==> config.mk <==
export PLATFORM = sky130hd
export DESIGN_NAME = pixel_capture
export DESIGN_NICKNAME = d
export VERILOG_FILES = /design/src/rtl/img_pkg.sv /design/src/rtl/ctrl_pkg.sv /design/src/rtl/fletcher_checksum.sv /design/src/rtl/pixel_capture.sv
export SDC_FILE = /design/constraint.sdc
export NUM_CORES = 1
export LEC_CHECK = 0
export BUFFER_PORTS_ARGS = -buffer_cell sky130_fd_sc_hd__buf_2
export CAP_MARGIN = 10
export CORE_MARGIN = 2
export CORE_UTILIZATION = 52
export DETAILED_ROUTE_END_ITERATION = 16
export PLACE_DENSITY = 0.82
export SLEW_MARGIN = 5
export SYNTH_ARGS = -nofsm -noshare
export SYNTH_HDL_FRONTEND = slang
export SYNTH_SLANG_ARGS = --single-unit
==> constraint.sdc <==
create_clock -name clk -period 5.4 [get_ports clk]
set_clock_uncertainty 0.2 [all_clocks]
set_input_delay 0.81 -clock clk [delete_from_list [all_inputs] [get_ports clk]]
set_output_delay 0.81 -clock clk [all_outputs]
set_load 0.005 [all_outputs]
==> src/rtl/img_pkg.sv <==
package img_pkg;

    // ==========================================================
    // Stored image format
    // ==========================================================
    localparam int pixel_w      = 12;
    localparam int word_w       = 16;
    localparam int header_words = 8;
    localparam int header_w     = header_words * word_w;
    // High pixel bits looked at for highlight and shadow counts
    localparam int stat_bits    = 7;

    // ==========================================================
    // On-chip RAM and readout buffer
    // ==========================================================
    localparam int block_words = 1024;
    localparam int block_count = 2;
    localparam int fifo_depth  = 8;

    typedef logic [pixel_w-1:0] pixel_t;
    typedef logic [word_w-1:0] word_t;
    // Word 0 is the top 16 bits
    typedef logic [header_w-1:0] header_t;
    typedef logic [$clog2(block_words+1)-1:0] word_count_t;
    typedef logic [$clog2(block_words)-1:0] word_addr_t;
    typedef logic [$clog2(block_count)-1:0] block_sel_t;
    typedef logic [17:0] stat_count_t;

endpackage

==> src/rtl/ctrl_pkg.sv <==
package ctrl_pkg;

    // Host commands
    typedef enum logic {
        CMD_CAPTURE,
        CMD_READOUT
    } img_cmd_t;

    // Top level command FSM
    typedef enum logic [1:0] {
        ST_IDLE,
        ST_CAPTURE,
        ST_READOUT,
        ST_ACK
    } ctrl_state_t;

    // Pixel capture FSM
    typedef enum logic [2:0] {
        CAP_IDLE,
        CAP_HEADER,
        CAP_WAIT_INVALID,
        CAP_WAIT_FRAME,
        CAP_PIXELS,
        CAP_SUM_HI,
        CAP_SUM_LO
    } capture_state_t;

endpackage

==> src/rtl/fletcher_checksum.sv <==
`timescale 1ns/1ps

module fletcher_checksum
    import img_pkg::*;
(
    input  logic        clk,
    input  logic        rst_n,
    input  logic        clear,
    input  logic        en,
    input  word_t       din,
    output logic [31:0] sum
);

    logic [15:0] sum1;
    logic [15:0] sum2;
    logic [16:0] add1;
    logic [16:0] add2;
    logic [15:0] next1;
    logic [15:0] next2;

    // Both sums stay below 65535, so a single subtraction folds them back
    always_comb begin
        add1  = {1'b0, sum1} + {1'b0, din};
        next1 = (add1 >= 17'd65535) ? 16'(add1 - 17'd65535) : add1[15:0];
        add2  = {1'b0, sum2} + {1'b0, next1};
        next2 = (add2 >= 17'd65535) ? 16'(add2 - 17'd65535) : add2[15:0];
    end

    always_ff @(posedge clk or negedge rst_n) begin
        if (!rst_n) begin
            sum1 <= '0;
            sum2 <= '0;
        end else if (clear) begin
            sum1 <= '0;
            sum2 <= '0;
        end else if (en) begin
            sum1 <= next1;
            sum2 <= next2;
        end
    end

    assign sum = {sum2, sum1};

    // A new image never starts while a word is still being summed
    a_clear_en: assert property (@(posedge clk) disable iff (!rst_n)
        !(clear && en));

endmodule

==> src/rtl/pixel_capture.sv <==
`timescale 1ns/1ps

module pixel_capture
    import img_pkg::*;
    import ctrl_pkg::*;
(
    input  logic        clk,
    input  logic        rst_n,
    input  logic        capture_start,
    input  header_t     header,
    input  pixel_t      pix_d,
    input  logic        pix_fv,
    input  logic        pix_lv,
    output logic        wr_valid,
    output word_t       wr_data,
    output logic        capture_done,
    output stat_count_t highlight_count,
    output stat_count_t shadow_count
);

    typedef logic [$clog2(header_words)-1:0] hdr_idx_t;

    capture_state_t state;
    pixel_t         pix_q;
    logic           fv_q;
    logic           lv_q;
    logic           lv_prev;
    header_t        hdr_shift;
    hdr_idx_t       hdr_left;
    logic [1:0]     col;
    logic [1:0]     row;
    logic           sum_en;
    logic           sum_lo_sent;
    logic [31:0]    sum;
    logic           frame_px;
    logic           grid_px;
    logic [stat_bits-1:0] px_top;

    // ==========================================================
    // Input register
    // ==========================================================
    always_ff @(posedge clk or negedge rst_n) begin
        if (!rst_n) begin
            fv_q    <= 1'b0;
            lv_q    <= 1'b0;
            lv_prev <= 1'b0;
        end else begin
            fv_q    <= pix_fv;
            lv_q    <= pix_lv;
            lv_prev <= lv_q;
        end
    end

    always_ff @(posedge clk) begin
        pix_q <= pix_d;
    end

    // Pixel in pix_q belongs to the frame being stored
    assign frame_px = fv_q && lv_q && (state == CAP_WAIT_FRAME || state == CAP_PIXELS);

    // Position on the 4x4 sampling grid
    always_ff @(posedge clk or negedge rst_n) begin
        if (!rst_n) begin
            col <= 2'd0;
            row <= 2'd0;
        end else begin
            col <= lv_q ? col + 2'd1 : 2'd0;
            if (!fv_q) begin
                row <= 2'd0;
            end else if (lv_prev && !lv_q) begin
                row <= row + 2'd1;
            end
        end
    end

    assign grid_px = frame_px && col == 2'd0 && row == 2'd0;
    assign px_top  = pix_q[pixel_w-1 -: stat_bits];

    // ==========================================================
    // Capture FSM
    // ==========================================================
    always_ff @(posedge clk or negedge rst_n) begin
        if (!rst_n) begin
            state        <= CAP_IDLE;
            wr_valid     <= 1'b0;
            sum_en       <= 1'b0;
            sum_lo_sent  <= 1'b0;
            capture_done <= 1'b0;
            hdr_left     <= '0;
        end else begin
            // Pixels only qualify in the frame states
            wr_valid     <= frame_px;
            sum_en       <= frame_px;
            sum_lo_sent  <= 1'b0;
            capture_done <= sum_lo_sent;
            case (state)
                CAP_IDLE: begin
                    if (capture_start) begin
                        wr_valid <= 1'b1;
                        sum_en   <= 1'b1;
                        hdr_left <= hdr_idx_t'(header_words - 1);
                        state    <= CAP_HEADER;
                    end
                end
                CAP_HEADER: begin
                    wr_valid <= 1'b1;
                    sum_en   <= 1'b1;
                    hdr_left <= hdr_left - hdr_idx_t'(1);
                    if (hdr_left == hdr_idx_t'(1)) begin
                        state <= CAP_WAIT_INVALID;
                    end
                end
                // Skip the rest of a frame already in progress
                CAP_WAIT_INVALID: begin
                    if (!fv_q) begin
                        state <= CAP_WAIT_FRAME;
                    end
                end
                CAP_WAIT_FRAME: begin
                    if (fv_q) begin
                        state <= CAP_PIXELS;
                    end
                end
                CAP_PIXELS: begin
                    if (!fv_q) begin
                        state <= CAP_SUM_HI;
                    end
                end
                CAP_SUM_HI: begin
                    wr_valid <= 1'b1;
                    state    <= CAP_SUM_LO;
                end
                CAP_SUM_LO: begin
                    wr_valid    <= 1'b1;
                    sum_lo_sent <= 1'b1;
                    state       <= CAP_IDLE;
                end
                default: state <= CAP_IDLE;
            endcase
        end
    end

    // Output word register
    always_ff @(posedge clk) begin
        case (state)
            CAP_IDLE: begin
                if (capture_start) begin
                    wr_data   <= header[header_w-1 -: word_w];
                    hdr_shift <= header << word_w;
                end
            end
            CAP_HEADER: begin
                wr_data   <= hdr_shift[header_w-1 -: word_w];
                hdr_shift <= hdr_shift << word_w;
            end
            CAP_SUM_HI: wr_data <= sum[31:16];
            CAP_SUM_LO: wr_data <= sum[15:0];
            default: begin
                if (frame_px) begin
                    wr_data <= {{(word_w - pixel_w){1'b0}}, pix_q};
                end
            end
        endcase
    end

    // Checksum covers header and pixel words, not its own two words
    fletcher_checksum u_checksum (
        .clk   (clk),
        .rst_n (rst_n),
        .clear (capture_start),
        .en    (sum_en),
        .din   (wr_data),
        .sum   (sum)
    );

    // ==========================================================
    // Highlight and shadow statistics
    // ==========================================================
    always_ff @(posedge clk or negedge rst_n) begin
        if (!rst_n) begin
            highlight_count <= '0;
            shadow_count    <= '0;
        end else if (capture_start) begin
            highlight_count <= '0;
            shadow_count    <= '0;
        end else if (grid_px) begin
            if (&px_top) begin
                highlight_count <= highlight_count + 1'b1;
            end else if (~|px_top) begin
                shadow_count <= shadow_count + 1'b1;
            end
        end
    end

    // The top only starts a capture once the previous one has finished
    a_start_idle: assert property (@(posedge clk) disable iff (!rst_n)
        capture_start |-> state == CAP_IDLE);

endmodule

== Word level (Yosys, flattened, before mapping) ==
Index checks and enable logic that the tools add are counted.

* Register bits: 241
* Latch bits: 0
* Bits in writable memories: 0
* Bits in read-only memories: 0
* Bits of input ports: 145
* Output and inout bits: 54
* Logic and storage cells: 100
* Memories: 0

* Add/subtract/negate cells: 9
* Multiply operators: 0
* Divide/modulo/power cells: 0
* Order comparisons: 2
* Eq/ne operators: 15
* Shifts and indexed selects: 0
* Mux-type cells: 33
* Bitwise gates (word level): 0
* Reductions and logical operators: 23

{| class="wikitable"
|+ Operators by type and width
! cell !! number
|-
| $pmux 128 s2 || 1
|-
| $mux 128 || 1
|-
| $mux 16 || 8
|-
| $mux 18 || 7
|-
| $pmux 16 s4 || 1
|-
| $add 18x1->18 const B || 2
|-
| $add 16x16->17 || 2
|-
| $ge 17x16->1 const B || 2
|-
| $sub 16x16->16 const B || 2
|-
| $mux 3 || 6
|-
| $pmux 3 s6 || 1
|-
| $ne 2x2->1 const B || 7
|-
| $eq 3x3->1 const B || 3
|-
| $reduce_bool 2->1 || 4
|-
| $reduce_and 7->1 || 1
|-
| $reduce_or 7->1 || 1
|-
| $eq 3x1->1 const B || 2
|-
| $eq 3x2->1 const B || 2
|-
| $mux 2 || 3
|-
| $pmux 3 s2 || 1
|-
| $reduce_and 2->1 || 3
|-
| $logic_and 1x1->1 || 5
|-
| $reduce_and 5->1 || 1
|-
| $reduce_bool 5->1 || 1
|-
| 11 further kinds || 15
|}

== Longest topological paths before layout ==
* Word-level depth: 8
* Depth in mapped cells: 25
* Depth with buffers taken out: 23

== By module ==
From an unflattened synthesis, not the netlist that was laid out.

* Cell total of the unflattened synthesis: 1,166
* Area, all modules: 12,719.7 um^2

{| class="wikitable"
|+ Modules (own cells, without submodules)
! module !! times used !! cells each !! area each (um^2) !! sequential area each (um^2)
|-
| pixel_capture || 1 || 621 || 8,518.2 || 5,410.2
|-
| fletcher_checksum || 1 || 545 || 4,201.5 || 800.8
|}

== Worst setup path after synthesis ==
No wires, ideal clock.

* Path kind: reg2reg
* From: register wr_data[0]
* To: register u_checksum.sum2[10]
* Setup time: 99 ps
* Arrival: 5,488 ps
* Data required time: 5,101 ps
* Slack: -388 ps
* Stages on the path, launching flop included: 25
* Buffers on the path: 1
* Period minus slack after synthesis: 5,788 ps
* Path through: edfxtp_1 ha_1 inv_1 fa_1 nor2b_1 o2111a_1 o2111ai_1 and4_2 nor4_4 o2111ai_4 nand2_4 xor2_1 ha_1 inv_1 fa_1 nand2b_1 a21oi_1 nor2_1 o311a_1 nor4_2 nand2_1 buf_2 o21a_1 or4_1 a311oi_1

* Longest elaborated chain between the ends: 8
* Elaborated cells between the ends (all ways): 10
* Classes of those cells: 4 x add/sub; 2 x order compare; 4 x mux

{| class="wikitable"
|+ RTL lines
! what !! line !! text
|-
| start: declaration || pixel_capture.sv:15 || <nowiki>output word_t wr_data,</nowiki>
|-
| start signal: assignment || pixel_capture.sv:148 || <nowiki>wr_data <= header[header_w-1 -: word_w];</nowiki>
|-
| start signal: assignment || pixel_capture.sv:153 || <nowiki>wr_data <= hdr_shift[header_w-1 -: word_w];</nowiki>
|-
| start signal: assignment || pixel_capture.sv:156 || <nowiki>CAP_SUM_HI: wr_data <= sum[31:16];</nowiki>
|-
| $add 16x16->17 * || fletcher_checksum.sv:23 || <nowiki>add1 = {1'b0, sum1} + {1'b0, din};</nowiki>
|-
| $sub 16x16->16 or $ge 17x16->1 (tied branches) || fletcher_checksum.sv:24 || <nowiki>next1 = (add1 >= 17'd65535) ? 16'(add1 - 17'd65535) : add1[15:0];</nowiki>
|-
| $mux 16 * || fletcher_checksum.sv:24 ||
|-
| $add 16x16->17 * || fletcher_checksum.sv:25 || <nowiki>add2 = {1'b0, sum2} + {1'b0, next1};</nowiki>
|-
| $sub 16x16->16 or $ge 17x16->1 (tied branches) || fletcher_checksum.sv:26 || <nowiki>next2 = (add2 >= 17'd65535) ? 16'(add2 - 17'd65535) : add2[15:0];</nowiki>
|-
| $mux 16 * || fletcher_checksum.sv:26 ||
|-
| $mux 16 * || fletcher_checksum.sv:36 || <nowiki>end else if (en) begin</nowiki>
|-
| $mux 16 * || fletcher_checksum.sv:33 || <nowiki>end else if (clear) begin</nowiki>
|-
| end signal: assignment || fletcher_checksum.sv:38 || <nowiki>sum2 <= next2;</nowiki>
|-
| end: declaration || fletcher_checksum.sv:15 || <nowiki>logic [15:0] sum2;</nowiki>
|}

Every way passes the cells marked *; elsewhere a longest branch is shown, timed or not. The select of a mux whose other input is x is not followed.
A chain may end at the register's enable or synchronous reset.

== Worst setup path after layout ==
* From: register wr_data[2]
* To: register u_checksum.sum2[10]

The elaborated chain is that of the path after synthesis.

==> impl_metrics.toml <==
[status]
outcome = "finished with violations"
failed_checks = "negative setup slack"

[sta]
hold_ws_ns = 0.0527
relSlewSlack = 0.222
period_minus_slack_ns = 5.74
slew_viol_final = 0
hold_viol_final = 0
setup_viol = 16
fin_crit_sh = 1.06
max_freq_ghz = 0.174
fin_ws_ns = -0.335
rsz0062_at_grt = "true"
setup-tns-final_ns = -2.94
worstMarginPinSlew_ns = 1.17

[grt]
grt_pass1_vias = 11100
grt_max_degree = 100
grt.overflow.total = 0
grt_use_total = 0.287
antenna_found_initial = 0
grt_pass1_wl_um = 59000

[synth]
synth-seq-cells = 225
async_flop_share = 0.378
netlist_top_cells_area = "edfxtp_1 30%, dfrtp_1 17%, mux2_2 8.6%, ha_1 4.3%, nor2_1 3.3%"
synth_top_area_frac = 0.301
syn_nets = 1336
synthDistinctLibCells = 92
yosysSeqAreaShare = 0.487
post_synth_instance_area_mm2 = 0.0128
yosys_warnings = 0
synth_edf_count = 128
synth_flop_cell = "edfxtp_1"
yosysTopAreaCell = "edfxtp_1"
syn_inst = 1145
avgSynthCellArea_um2 = 11.1
yosysMostFrequentCell = "edfxtp_1"
synth_commonest_cells = "128 x edfxtp_1, 113 x nor2_1, 98 x mux2_2"

[power_and_ir_drop]
pwr-share-comb = 0.649
powerDensity_mw_per_mm2 = 818
p_int_mw = 8.19
pwr-share-seq = 0.226
p_leak_nw = 7.34
switching_share = 0.411
vdd_ir_drop_max_mv = 0.516
power_mw = 13.9
pwr-share-clk = 0.125
p_switching_mw = 5.72

[place]
placed_area_mm2 = 0.0155
dp.cells = 1811
place.gp.congestion = 0.937
io_buffers = 198
dpl_worst_slack_ns = -0.349
hpwl_um = 27000

[floorplan]
core_area_mm2 = 0.0242
dieWidth_um = 161
die-area_mm2 = 0.0258
io_pins = 199
die_y_um = 161
initial_core_util = 0.528
num_rows = 57

[setup_path]
crit_required_ns = 5.63
cp_max_fo = 4
critical_path_arrival_ns = 5.96
rrSetupSlack_ns = -0.34
cp-start-kind = "flop"
endpoint_kind = "flop"
reg2reg_depth = 23
worst-setup-path-type = "flop to flop"

[route]
drc = 0
routedWlPerCell_um = 20.1
vias = 11000
viasPerCell = 5.85
drtPass1Iterations = 5
ant_nets = 0
drt-total-wl_um = 37700
drtIter0Drc = 881

[layout]
final_area_mm2 = 0.0170
fin_nets = 1727
drive_gt1_frac = 0.434
diodes = 0
fill_cells = 1597
ff_latch_area_mm2 = 0.00621
multi_input_area_mm2 = 0.00675
final_core_util = 0.703
syn_to_final_growth_pct = 33.2
instances_no_fill = 1878

[clocking]
clkTransAtPathRegs_ns = 0.07
cts.sinks = 225
cts_root_buf = "clkbuf_16"
cts_buffer_depth = 3
cts_hold_buf = 0
clkLatencyLatePin_ns = 0.53
numCtsBuffers = 24
cts_tree = "done"
htreeDepth = 1

[run]
max_cap_violations = 0

[worst_hold_path]
hold_class = "primary input to async pin"
final timing paths:
kind,start,end
setup / recovery,wr_data[2]$_DFFE_PP_,u_checksum.sum2[10]$_DFFE_PN0P_
hold reg to reg,sum_lo_sent$_DFF_PN0_,capture_done$_DFF_PN0_
setup reg to reg,wr_data[2]$_DFFE_PP_,u_checksum.sum2[10]$_DFFE_PN0P_
min in group clk,sum_lo_sent$_DFF_PN0_,capture_done$_DFF_PN0_
hold / removal,rst_n,u_checksum.sum1[8]$_DFFE_PN0P_
max in group asynchronous,rst_n,highlight_count[17]$_DFFE_PN0P_
metal layers:
metal | GRT usage | part of all wire | up-vias
li1 | - | - | 5045
met1 | 0.365 | 0.39 | 5334
met2 | 0.490 | 0.49 | 510
met3 | 0.0573 | 0.085 | 102
met4 | 0.0995 | 0.039 | 0
met5 | 0 | 0 | -
cells by family after synthesis:
| family | after synthesis | synth area share |
|---|---|---|
| adders and majority gates | 46 | 0.0463 |
| buffers and inverters | 79 | 0.0294 |
| AOI/OAI and AO/OA | 225 | 0.133 |
| and+or+nand+nor | 394 | 0.163 |
| DFF | 225 | 0.487 |
| xor gates and xnor gates | 68 | 0.0467 |
| muxes | 108 | 0.0946 |
cells in the final DEF (no fill, tap or decap), types with 5 or more instances in the layout:
master,instances
or3_1,8
o21ai_0,14
nand2b_1,15
ha_4,9
inv_1,21
buf_4,216
nand2_1,69
o21ai_1,9
clkbuf_16,25
buf_6,5
ha_1,33
a21oi_2,11
nand3_1,38
xor2_1,32
a21oi_1,35
and2_1,13
and3_1,18
nor3_1,16
xnor2_1,28
nor2b_1,25
nand4_1,20
edfxtp_1,128
buf_2,197
a22oi_1,24
a21o_1,12
dfrtp_1,85
o211ai_1,14
dfxtp_1,12
mux2i_1,9
nor2_1,113
nor4_2,5
o21a_1,17
and4_1,7
or4_4,5
a211oi_2,5
mux2_2,98
power groups by stage:
stage	clock, mW	sequential [mW]	combinational (mW)
2_1_floorplan	0	3.05	4.64
3_3_place_gp	0	3.09	7.74
3_5_place_dp	0	3.14	7.86
4_1_cts	1.76	3.13	8.56
5_1_grt	1.84	3.19	9.67
6_report	1.74	3.14	9.03
layout make-up:
class                      instances  area share
sequential                       225       0.365
inverter                          24     0.00530
tap                              324      0.0238
multi-input combinational        841       0.397
clock inverter                    12     0.00957
clock buffer                      32      0.0400
timing repair buffer             420       0.159
what timing repair did:
action | in CTS | in global routing
buffers inserted | 15 | 8
pin swaps | 32 | 30
gates resized for setup | 65 | 34
setup endpoints to repair | 16 | 16
worst max-delay path, cell delays in order (launching register included):
cell and delay, ns:
edfxtp_1 0.45, ha_1 0.38, nor2b_4 0.16, o2111a_2 0.28
buf_4 0.16, o21ai_4 0.18, o311ai_4 0.13, nor4_4 0.35
o2111ai_4 0.20, buf_4 0.20, a21boi_2 0.17, xor2_2 0.25
ha_4 0.20, o211ai_1 0.12, buf_4 0.17, a21oi_4 0.13
nor2_1 0.07, o311a_1 0.36, nor4_2 0.32, nand2_1 0.14
buf_6 0.14, o21a_1 0.17, or4_4 0.41, a311oi_2 0.30
state kept, by name, indices dropped and copies added (netlist names), 2 cells and up:
signal           count
pix_q               12
col                  2
hdr_shift          112
wr_data             16
u_checksum.sum1     16
highlight_count     18
shadow_count        18
hdr_left             3
u_checksum.sum2     16
row                  2
state                3
Power figures use the tool's default switching activity.
