==> src/rtl/img_pkg.sv <==
package img_pkg;

    // ==========================================================
    // Stored image format
    // ==========================================================
    localparam int pixel_w      = 12;
    localparam int word_w       = 16;
    localparam int header_words = 8;
    localparam int header_w     = header_words * word_w;
    // High pixel bits looked at for highlight and shadow counts
    localparam int stat_bits    = 7;

    // ==========================================================
    // On-chip RAM and readout buffer
    // ==========================================================
    localparam int block_words = 1024;
    localparam int block_count = 2;
    localparam int fifo_depth  = 8;

    typedef logic [pixel_w-1:0] pixel_t;
    typedef logic [word_w-1:0] word_t;
    // Word 0 is the top 16 bits
    typedef logic [header_w-1:0] header_t;
    typedef logic [$clog2(block_words+1)-1:0] word_count_t;
    typedef logic [$clog2(block_words)-1:0] word_addr_t;
    typedef logic [$clog2(block_count)-1:0] block_sel_t;
    typedef logic [17:0] stat_count_t;

endpackage

==> src/rtl/word_fifo.sv <==
`timescale 1ns/1ps

module word_fifo
    import img_pkg::*;
(
    input  logic  clk,
    input  logic  rst_n,
    input  logic  flush,
    input  logic  push,
    input  word_t push_data,
    output logic  room,
    output logic  pop_valid,
    input  logic  pop_ready,
    output word_t pop_data
);

    word_t                           mem [fifo_depth];
    logic [$clog2(fifo_depth)-1:0]   wr_ptr;
    logic [$clog2(fifo_depth)-1:0]   rd_ptr;
    logic [$clog2(fifo_depth):0]     count;
    logic                            pop;

    assign pop       = pop_valid && pop_ready;
    assign pop_valid = count != '0;
    assign pop_data  = mem[rd_ptr];
    // Two free slots leave space for the read already in flight
    assign room      = count <= ($clog2(fifo_depth) + 1)'(fifo_depth - 2);

    always_ff @(posedge clk or negedge rst_n) begin
        if (!rst_n) begin
            wr_ptr <= '0;
            rd_ptr <= '0;
            count  <= '0;
        end else if (flush) begin
            wr_ptr <= '0;
            rd_ptr <= '0;
            count  <= '0;
        end else begin
            if (push) begin
                wr_ptr <= wr_ptr + 1'b1;
            end
            if (pop) begin
                rd_ptr <= rd_ptr + 1'b1;
            end
            if (push && !pop) begin
                count <= count + 1'b1;
            end else if (pop && !push) begin
                count <= count - 1'b1;
            end
        end
    end

    always_ff @(posedge clk) begin
        if (push) begin
            mem[wr_ptr] <= push_data;
        end
    end

    // RAM reads are throttled by room, so the buffer never overflows
    a_no_push_full: assert property (@(posedge clk) disable iff (!rst_n)
        push |-> count != ($clog2(fifo_depth) + 1)'(fifo_depth));

endmodule

==> config.mk <==
export PLATFORM = sky130hd
export DESIGN_NAME = word_fifo
export DESIGN_NICKNAME = d
export VERILOG_FILES = /design/src/rtl/img_pkg.sv /design/src/rtl/word_fifo.sv
export SDC_FILE = /design/constraint.sdc
export NUM_CORES = 1
export LEC_CHECK = 0
export ABC_CLOCK_PERIOD_IN_PS = 2220
export BUFFER_PORTS_ARGS = -buffer_cell sky130_fd_sc_hd__buf_2
export CORE_MARGIN = 2
export CORE_UTILIZATION = 45
export CTS_BUF_LIST = sky130_fd_sc_hd__clkbuf_8 sky130_fd_sc_hd__clkbuf_16
export DETAILED_ROUTE_END_ITERATION = 7
export GPL_TIMING_DRIVEN = 0
export PLACE_DENSITY = 0.76
export SYNTH_ARGS = -nofsm -noshare
export SYNTH_HDL_FRONTEND = slang
export SYNTH_SLANG_ARGS = --single-unit
==> constraint.sdc <==
create_clock -name clk -period 2.22 [get_ports clk]
set_input_delay 0.111 -clock clk [delete_from_list [all_inputs] [get_ports clk]]
set_output_delay 0.111 -clock clk [all_outputs]
set_load 0.01 [all_outputs]
# [Yosys cells after proc, flatten, opt, wreduce, memory -nomap -nowiden]
# Memories as Yosys holds them, arrays and structs flattened.
# Index checks and enable logic that the tools add are counted.
[totals] latch_bits=0 output_inout_bits=18 inputBits=21 mem_bits_rw=128 romBits=0 elab_cells=27 ff_bits=10 memories=1
[op_classes] mux=9 magnitude_cmp=1 n_bitwise=0 mul=0 add_sub_neg=4 shifts=0 div_mod_pow=0 eq_ne=0 reduce_logical=9
[memory_table] memory="mem" depth=8 width=16 rd=1 rd_ports_with_merged_regs=0 write_ports=1 line_no="word_fifo.sv:17" text="word_t mem [fifo_depth];"
[ops] operator="3-bit two-way mux" count=4
[ops] operator="4-bit two-way mux" count=3
[ops] operator="3-bit by 1-bit adder with 3-bit output, second input constant" count=2
[ops] operator="4-bit by 1-bit adder with 4-bit output, second input constant" count=1
[ops] operator="4-bit by 3-bit less-or-equal comparator with 1-bit output, second input constant" count=1
[ops] operator="2-bit nonzero test" count=2
[ops] operator="4-bit nonzero test" count=1
[ops] operator="4-bit by 1-bit subtractor with 4-bit output, second input constant" count=1
[ops] operator="1-bit logical AND" count=3
[ops] operator="3-bit nonzero test" count=1
[ops] operator="1-bit zero test" count=2
[ops] operator="1-bit two-way mux" count=2

# [Longest topological paths before layout]
# Gate-level depths: netlist (run 1).
[logic_depth] word_depth=6 ltp_mapped=7 mapped_depth_nobuf=7

# [Least setup slack after synthesis (run 1)]
# Ideal clock, no wire load.
[synth_timing] kind="register -> register" from="reg count[1]" to="reg count[3]" setup_time_ps=128 path_buffers=0 required_ps=2092 path_stages_with_launch=8 arrival_time_ps=2196 period_less_slack_ps=2324 setup_slack_ps=-104 cell_sequence="dfrtp_1 -> o41ai_4 -> nand2_1 -> ha_1 -> a21o_1 -> a21oi_1 -> mux2i_1 -> mux2_1"
[synth_between] elab_chain_cells=6 word_cells_on_any_way=11 classes_between="2 x add/sub; 3 x mux; 6 x reduce/logical"
[synth_rtl] element="start: declaration" line_no="word_fifo.sv:20" text="logic [$clog2(fifo_depth):0] count;"
[synth_rtl] element="start signal: assignment" line_no="word_fifo.sv:46" text="count <= count + 1'b1;"
[synth_rtl] element="start signal: assignment" line_no="word_fifo.sv:48" text="count <= count - 1'b1;"
[synth_rtl] element="branches (longest 6 deep; another with 4-bit by 1-bit subtractor with 4-bit output)"
# Several ways; the timed one is not identified. The select of a mux whose other input is x is not followed.
# A chain may end at the register's enable or synchronous reset.

# [Final worst setup path (run 1)]
[layout_timing] from="reg count[3]" to="reg count[3]"
# Same word-level chain as after synthesis.

==> results of run 1 <==
==> stage by stage <==
stage / hold WS [ps] / std cells / power (mW)
3_3_place_gp: -17.7 / 437 / 4.49
6_report: 9.04 / 501 / 7.83
4_1_cts: 1.36 / 496 / 7.50
2_1_floorplan: -185 / 253 / 4.12
5_1_grt: 12.5 / 501 / 8.14
3_5_place_dp: -12.5 / 445 / 4.56
==> cell usage after synthesis <==
| library cell | instances |
|---|---|
| a21o_1 | 1 |
| fa_1 | 1 |
| nor3_1 | 2 |
| dfrtp_1 | 10 |
| a211oi_1 | 1 |
| mux2_2 | 16 |
| nor3_2 | 1 |
| inv_1 | 3 |
| clkbuf_1 | 6 |
| nand2_1 | 4 |
| and2_1 | 1 |
| a21oi_1 | 2 |
| or4_2 | 1 |
| xor2_1 | 2 |
| ha_1 | 4 |
| buf_2 | 4 |
| mux2_1 | 1 |
| and3_1 | 1 |
| mux2i_1 | 4 |
| o41ai_4 | 1 |
| nor2_1 | 16 |
| buf_1 | 2 |
| edfxtp_1 | 128 |
| nand2b_1 | 4 |
| nor2b_1 | 1 |
| a31oi_1 | 1 |
| mux4_2 | 32 |
| xnor2_1 | 3 |
==> sequential cells by signal, summed over array words and instances, names as in the netlist <==
name	count
rd_ptr	3
count	4
wr_ptr	3
mem	128
==> repair_timing <==
action	CTS	global route
pin swaps	3	2
endpoints found under the hold margin	116	0
resized for setup	23	28
setup buffers	6	2
endpoints found under the setup margin	17	13
cloned	0	3
hold buffers	15	0
==> how the worst min path moves through the flow <==
stage	start	end	slack [ps]
2_1_floorplan	rst_n	count[0]$_DFFE_PN0P_	-180
3_3_place_gp	rst_n	count[3]$_DFFE_PN0P_	-20
3_5_place_dp	rst_n	count[0]$_DFFE_PN0P_	-10
4_1_cts	push_data[15]	mem[2][15]$_DFFE_PP_	1
5_1_grt	push_data[4]	mem[1][4]$_DFFE_PP_	10
6_report	push_data[4]	mem[2][4]$_DFFE_PP_	9
==> final cells by class <==
class	count	area, sq um
fillers	840	4900
flip-flops and latches	138	4100
multi-input cells	100	1360
repair buffers	71	664
clock buffers	17	425
well taps	147	184
clock inverters	15	160
plain buffers	10	110
inverters	3	11.3
==> report_power, final <==
| group | switching (mW) | internal [mW] | total, mW |
|---|---|---|---|
| sequential | 0.0890 | 2.94 | 3.03 |
| combinational | 0.824 | 1.23 | 2.05 |
| clock | 0.996 | 1.75 | 2.74 |
==> worst reg2reg max path: stages, from the launching register on <==
cell     delay, ps
dfrtp_2        440
o41ai_4        380
nand2_1        120
ha_1           290
a21o_1         170
a21oi_2        130
mux2i_1        220
mux2_1         330
==> logic make-up after synthesis <==
family                   count (synthesis)  share of synthesized area (%)
XOR/XNOR                                 5                          0.807
flip-flops                             138                           75.4
multiplexers                            53                           17.5
AND/OR/NAND/NOR                         31                           2.72
AO/OA/AOI/OAI                            6                           1.08
adder cells (fa/ha/maj)                  5                           1.29
buffers and inverters                   15                           1.13
==> layer usage <==
metal  global-route usage (%)  vias to the layer above  share of wire, %
met1                     21.6                     1450                41
met2                     28.7                       88                52
met5                        0                        -                 0
met3                     5.37                       12               5.2
met4                     6.42                        0               1.5
li1                         -                     1210                 -
==> flow_summary.ini, run 1 <==
[placed_design]
dpl.hpwl_microns = 6310
gp_congestion = 0.771
numPortBuffers = 37
placed_area_sq_um = 5940
pre_cts_ws_ps = -285

[sta]
tightest_slew_ps = 780
min_period_over_period_pct = 99.3
setup_slack_ps = 15.7
min_period_ps = 2200
finalHoldViolations = 0
max_freq_mhz = 454
rsz0062_at_grt = yes
setup_tns_ps = 0
slew_violations = 0
final.setup_skew_ps = 10.8
setup_viol = 0
relSlewSlack_pct = 47.7

[global_routing]
first_global_vias = 2919
grt_pass1_wl_microns = 16000
antenna_found_initial = 0
grt_max_degree = 17
grt.overflow.total = 0
grt_usage_pct = 17.3

[critical_path]
cp_top_family = compound AO/OA/AOI/OAI gates
cp_max_fo = 2
crit_required_ps = 2500
critPathSlowestCell = dfrtp_2
r2r_cells = 7
worstSetupStartpoint = count[3]$_DFFE_PN0P_
start_kind = flop
r2r_slack_ps = 20
reg2reg_from = count[3]$_DFFE_PN0P_
worstReg2RegEnd = count[3]$_DFFE_PN0P_
cpPeakStageDelay_ps = 440
path_class = reg -> reg
worstSetupEndpointType = flop
cp.arrival_ps = 2490
cp_num_buf_inv = 0
crit_cells = 7
crit_chain = o41ai_4 -> nand2_1 -> ha_1 -> a21o_1 -> a21oi_2 -> mux2i_1 -> mux2_1
crit_path_end = count[3]$_DFFE_PN0P_

[clock_tree]
htreeDepth = 4
clkTransAtPathRegs_ps = 60
numCtsBuffers = 17
cts_tree = done
ctsRootBufferMaster = clkbuf_16
clk_path_buf_depth = 2
clk_latency_ps = 410
cts.sinks = 138

[synthesis]
ys_warn_count = 0
synthCells = 253
yosys.area.top_type_share_pct = 70.8
synth_area_per_cell_sq_um = 21.5
yosys-top-cells-area = edfxtp_1 (71%), mux4_2 (13%), dfrtp_1 (4.6%)
synth_nets = 279
synth_top_area_cell = edfxtp_1
ys_ff_latch = 138
syn_area_sq_um = 5430
seq_area_frac_synth_pct = 75.4
netlist-cell-type-count = 28

[detailed_routing]
drt_first_iter_violations = 239
wl_per_cell_microns = 20.9
routed_via_density = 5.51
vias = 2760
drtAntennaViolNets = 0
firstDrtPassIters = 4
drcViolationCount = 0
routed_wl_microns = 10500

[finish]
drive_above_1_share_pct = 44.1
nets = 367
fin_util_pct = 58.8
syn_to_final_growth_pct = 29.1
layout_common_cells = edfxtp_1 (128), mux4_2 (32), buf_2 (25)
final_area_sq_um = 7010
layout_commonest_cell = edfxtp_1
n_antenna_cell = 0

[floorplan]
io_pins = 39
die_h_microns = 114
rows = 40
initial_core_util_pct = 45.6
fp.dieW_microns = 114
die_area_sq_um = 13000
fp.coreArea_sq_um = 11900

[worst_hold_path]
hold_depth = 1
worst_hold_path_type = in -> reg

[job]
cap_violations = 0

[power]
leakage_nw = 2.45
ir_drop_mv = 0.609
powerDensity_nw_per_um2 = 1120

[run_status]
status = finished, final reports clean
Power figures use the tool's default switching activity.
==> run 2, diff against run 1 <==
--- a/config.mk
+++ b/config.mk
@@ -12,7 +12,8 @@
 export CTS_BUF_LIST = sky130_fd_sc_hd__clkbuf_8 sky130_fd_sc_hd__clkbuf_16
 export DETAILED_ROUTE_END_ITERATION = 7
 export GPL_TIMING_DRIVEN = 0
-export PLACE_DENSITY = 0.76
+export PLACE_DENSITY = 0.61
+export REMOVE_ABC_BUFFERS = 1
 export SYNTH_ARGS = -nofsm -noshare
 export SYNTH_HDL_FRONTEND = slang
 export SYNTH_SLANG_ARGS = --single-unit
==> run 2 against run 1 <==
  * Register-to-register slack about the same
  * Maximum frequency increased by 0.36%
  * First-iteration DRC count decreased by 17%
  * Critical path depth unchanged
  * Wire length decreased by 4.5%
  * Largest cell class unchanged
  * Count of clock-buffer cells in the layout unchanged
==> flow_summary.ini, run 2 (synthesis gave the netlist of run 1 again) <==
[finish]
largestRegisters = mem: 128 flops, count: 4 flops
layout_commonest_cell = edfxtp_1
top_register = mem
drive_above_1_share_pct = 42.6
largest_register_ff_count = 128
final_cell_count_no_fill = 492
n_antenna_cell = 0
final_area_sq_um = 6770
fin_util_pct = 56.8
syn_to_final_growth_pct = 24.7
layout_common_cells = edfxtp_1 (128), buf_2 (38), mux4_2 (32)
nets = 358

[sta]
tightest_slew_ps = 1000
rsz0062_at_grt = yes
max_freq_mhz = 455
slew_violations = 0
min_period_ps = 2200
setup_viol = 0
setup_tns_ps = 0
min_period_over_period_pct = 98.9
final.setup_skew_ps = 6.80
relSlewSlack_pct = 33.1
finalHoldViolations = 0
whs_ps = 34.0

[power]
powerDensity_nw_per_um2 = 1050
p_int_mw = 5.37
sequentialPowerShare_pct = 43.2
switching_share_pct = 24.9
leakage_nw = 2.33
p_switching_mw = 1.78
pwr-share-clk_pct = 34.5
ir_drop_mv = 0.523
p_comb_share_pct = 22.3

[critical_path]
cp_max_fo = 2
cpPeakStageDelay_ps = 430
critPathSlowestCell = dfrtp_2
cp.arrival_ps = 2490
path_class = reg -> reg
crit_chain = o41ai_4 -> nand2_1 -> ha_1 -> a21o_1 -> a21oi_2 -> mux2i_1 -> mux2_1
crit_required_ps = 2510
start_kind = flop
worstSetupEndpointType = flop

[floorplan]
fp.coreArea_sq_um = 11900
fp.dieW_microns = 114
rows = 40
die_h_microns = 114
io_pins = 39
initial_core_util_pct = 45.6
die_area_sq_um = 13000

[placed_design]
dpl.cell_count = 436
gp_congestion = 0.705
numPortBuffers = 38
placed_area_sq_um = 5950
dpl.hpwl_microns = 5910

[global_routing]
grt_pass1_wl_microns = 15000
first_global_vias = 2739
grt.overflow.total = 0
antenna_found_initial = 0
grt_max_degree = 35
grt_usage_pct = 16.3

[detailed_routing]
drtAntennaViolNets = 0
wl_per_cell_microns = 20.3
drcViolationCount = 0
vias = 2652
firstDrtPassIters = 4
drt_first_iter_violations = 198
routed_wl_microns = 10000
routed_via_density = 5.39

[clock_tree]
cts.sinks = 138
clk_latency_ps = 410
ctsRootBufferMaster = clkbuf_16
clk_path_buf_depth = 2
cts_tree = done
clkTransAtPathRegs_ps = 60
numCtsBuffers = 17
htreeDepth = 4

[job]
cap_violations = 0

[worst_hold_path]
worst_hold_path_type = in -> reg

[run_status]
status = finished, final reports clean
==> run 2: final timing paths <==
path / start / end / slack [ps] / depth (start not counted)
min in group asynchronous: rst_n / count[0]$_DFFE_PN0P_ / 100 / 2
min: flush / wr_ptr[0]$_DFFE_PN0P_ / 30 / 2
max in group asynchronous: rst_n / rd_ptr[0]$_DFFE_PN0P_ / 1890 / 2
min reg2reg: wr_ptr[0]$_DFFE_PN0P_ / wr_ptr[0]$_DFFE_PN0P_ / 580 / 2
max reg2reg: count[3]$_DFFE_PN0P_ / count[3]$_DFFE_PN0P_ / 20 / 7
max: count[3]$_DFFE_PN0P_ / count[3]$_DFFE_PN0P_ / 20 / 7
==> run 2: power by group through the flow <==
stage	registers [mW]	logic [mW]	clock network [mW]
6_report	3.08	1.59	2.46
3_3_place_gp	3.31	1.17	0
5_1_grt	3.10	1.74	2.62
4_1_cts	3.10	1.51	2.50
3_5_place_dp	3.22	1.32	0
2_1_floorplan	3.21	0.881	0
==> run 2: final cells by class <==
type	instances	area (sq um)
Sequential cell	138	4110
Clock inverter	15	95.1
Tap cell	147	184
Multi-Input combinational cell	100	1310
Fill cell	928	5140
Inverter	3	11.3
Clock buffer	17	425
Timing Repair Buffer	72	636
==> run 2: layer usage <==
layer / track usage [%] / wire length (microns) / vias up
li1: - / - / 1189
met1: 21.0 / 4430 / 1406
met2: 26.8 / 5150 / 43
met3: 3.93 / 267 / 14
met4: 6.83 / 161 / 0
met5: 0 / 0 / -
==> run 2: repair_timing <==
action	CTS	global route
setup endpoints to repair	17	2
gates cloned	0	1
resized for setup	5	2
hold buffers	17	0
buffers inserted	5	1
pin swaps	2	5
hold endpoints to repair	138	0
==> run 2: worst max-delay path: cells and delay by family, from the launching register on <==
kind / cells / cell delay, ps
compound gates: 3 / 670
mux: 2 / 550
flops: 1 / 430
fa+ha+maj: 1 / 310
simple gates: 1 / 120
==> run 2: per-stage QoR <==
stage                     setup WS (ps)  power (mW)
after floorplan                    -247        4.09
after global placement            -1150        4.48
after detailed placement           -263        4.54
after CTS                          19.2        7.12
after global routing               -135        7.45
final                              23.6        7.14
==> run 3, diff against run 2 <==
--- a/config.mk
+++ b/config.mk
@@ -8,12 +8,14 @@
 export ABC_CLOCK_PERIOD_IN_PS = 2220
 export BUFFER_PORTS_ARGS = -buffer_cell sky130_fd_sc_hd__buf_2
 export CORE_MARGIN = 2
-export CORE_UTILIZATION = 45
+export CORE_UTILIZATION = 40
 export CTS_BUF_LIST = sky130_fd_sc_hd__clkbuf_8 sky130_fd_sc_hd__clkbuf_16
+export CTS_CLUSTER_DIAMETER = 100
 export DETAILED_ROUTE_END_ITERATION = 7
 export GPL_TIMING_DRIVEN = 0
-export PLACE_DENSITY = 0.61
+export PLACE_DENSITY = 0.55
 export REMOVE_ABC_BUFFERS = 1
+export SETUP_SLACK_MARGIN = 0.2
 export SYNTH_ARGS = -nofsm -noshare
 export SYNTH_HDL_FRONTEND = slang
 export SYNTH_SLANG_ARGS = --single-unit
==> run 3 against run 2 <==
  * Wire length up 5.4%
  * Register-to-register slack better by 20 ps
  * Via count up 0.34%
  * Highest routed layer unchanged
  * Combinational power up 21%
  * Final cell count up 7.1%
  * First-iteration DRC count down 18%
  * Total power up 12%
  * Die area up 12%
  * Largest power group unchanged
==> flow_summary.ini, run 3 (synthesis gave the netlist of run 1 again) <==
[detailed_routing]
vias = 2661
routed_via_density = 5.05
drcViolationCount = 0
wl_per_cell_microns = 20.0
drt_first_iter_violations = 162
routed_wl_microns = 10500
drtAntennaViolNets = 0
firstDrtPassIters = 4

[critical_path]
crit_required_ps = 2500
worstReg2RegEnd = count[3]$_DFFE_PN0P_
reg2reg_from = count[0]$_DFFE_PN0P_
path_class = reg -> reg
cp_max_fo = 2
worstSetupEndpointType = flop
cp.arrival_ps = 2460
start_kind = flop
cpPeakStageDelay_ps = 420
r2r_cells = 7
crit_chain = o41ai_4 -> nand2_1 -> ha_1 -> a21o_1 -> a21oi_2 -> mux2i_1 -> mux2_1
critPathSlowestCell = dfrtp_2
r2r_slack_ps = 50

[clock_tree]
cts.sinks = 138
clk_latency_ps = 400
clkTransAtPathRegs_ps = 60
ctsRootBufferMaster = clkbuf_16
clk_path_buf_depth = 2
numCtsBuffers = 17
cts_tree = done
htreeDepth = 4

[finish]
final_area_sq_um = 7120
largestRegisters = mem: 128 flops, count: 4 flops
syn_to_final_growth_pct = 31.3
largest_register_ff_count = 128
layout_common_cells = edfxtp_1 (128), mux4_2 (32), buf_2 (24)
top_register = mem
nets = 365
n_fill_cell = 1054
layout_commonest_cell = edfxtp_1
drive_above_1_share_pct = 45.3
fin_util_pct = 53.8
final_cell_count_no_fill = 527
n_antenna_cell = 0

[power]
ir_drop_mv = 0.507
p_switching_mw = 1.88
switching_share_pct = 23.5
leakage_nw = 2.45
p_comb_share_pct = 24.2
pwr-share-clk_pct = 37.1
sequentialPowerShare_pct = 38.7
p_total_mw = 7.99
powerDensity_nw_per_um2 = 1120
p_int_mw = 6.11

[global_routing]
grt_max_degree = 35
first_global_vias = 2790
grt_pass1_wl_microns = 15700
grt_usage_pct = 15.4
grt.overflow.total = 0
antenna_found_initial = 0

[sta]
relSlewSlack_pct = 35.7
setup_slack_ps = 45.6
setup_tns_ps = 0
setup_viol = 0
tightest_slew_ps = 959
whs_ps = 26.4
slew_violations = 0
min_period_ps = 2170
max_freq_mhz = 460
finalHoldViolations = 0
final.setup_skew_ps = 6.60
min_period_over_period_pct = 97.9
rsz0062_at_grt = yes

[floorplan]
die_area_sq_um = 14500
fp.dieW_microns = 120
io_pins = 39
fp.coreArea_sq_um = 13200
initial_core_util_pct = 41.0
rows = 42
die_h_microns = 120

[placed_design]
dpl.cell_count = 465
placed_area_sq_um = 5990
numPortBuffers = 38
pre_cts_ws_ps = -305
gp_congestion = 0.735
dpl.hpwl_microns = 6080

[worst_hold_path]
min_from = flush
worst_hold_path_type = in -> reg
holdPathEnd = count[1]$_DFFE_PN0P_
hold_depth = 2

[run_status]
status = finished, final reports clean

[job]
cap_violations = 0
## run 3: cell count changes in the layout (fill, tap and decap cells not counted), sizes merged
| cell | delta |
|---|---|
| bufinv | +4 |
| inv | -3 |
| clkinv | -4 |
| clkinvlp | +2 |
| clkbuf | +1 |
| buf | +6 |
## run 3: layer usage
layer  up-vias  wire [microns]  GRT usage [%]  part of all wire [%]
met2        52            5250           25.0                    50
met3         6             379           4.67                   3.6
met5         -               0              0                     0
met4         0              78           4.58                  0.74
li1       1210               -              -                     -
met1      1393            4840           20.1                    46
## run 3: cell type report
cell class / instances / area (sq um) / share of cell area [%]
inverters: 3 / 11.3 / 0.158
clock buffers: 17 / 425 / 5.97
multi-input cells: 100 / 1340 / 18.8
well taps: 176 / 220 / 3.09
clock inverters: 14 / 203 / 2.85
flip-flops and latches: 138 / 4110 / 57.6
repair buffers: 79 / 817 / 11.5
## run 3: power groups by stage
stage | clock, mW | combinational, mW | sequential (mW)
after floorplan | 0 | 0.881 | 3.21
after global placement | 0 | 1.18 | 3.31
after detailed placement | 0 | 1.33 | 3.21
after CTS | 3.04 | 1.60 | 3.12
after global routing | 3.13 | 2.08 | 3.11
final | 2.97 | 1.93 | 3.09
## run 3: critical path, delay by kind of cell (launching register included)
kind / cells / cell delay (ps)
and+or+nand+nor: 1 / 130
AOI/OAI and AO/OA: 3 / 680
adders and majority gates: 1 / 280
muxes: 2 / 550
DFF: 1 / 420
## run 3: timing repair
item / in CTS / in global routing
pin swaps: 3 / 1
cloned: 1 / 2
hold endpoints to repair: 138 / 0
hold buffers: 17 / 0
buffers inserted: 7 / 4
resized for setup: 8 / 23
setup endpoints to repair: 17 / 18
## run 3: worst max path at each step
| stage | start | endpoint |
|---|---|---|
| 2_1_floorplan | rd_ptr[0]$_DFFE_PN0P_ | pop_data[0] |
| 3_3_place_gp | wr_ptr[0]$_DFFE_PN0P_ | mem[0][9]$_DFFE_PP_ |
| 3_5_place_dp | count[1]$_DFFE_PN0P_ | count[3]$_DFFE_PN0P_ |
| 4_1_cts | count[0]$_DFFE_PN0P_ | count[3]$_DFFE_PN0P_ |
| 5_1_grt | count[0]$_DFFE_PN0P_ | count[3]$_DFFE_PN0P_ |
| 6_report | count[0]$_DFFE_PN0P_ | count[3]$_DFFE_PN0P_ |
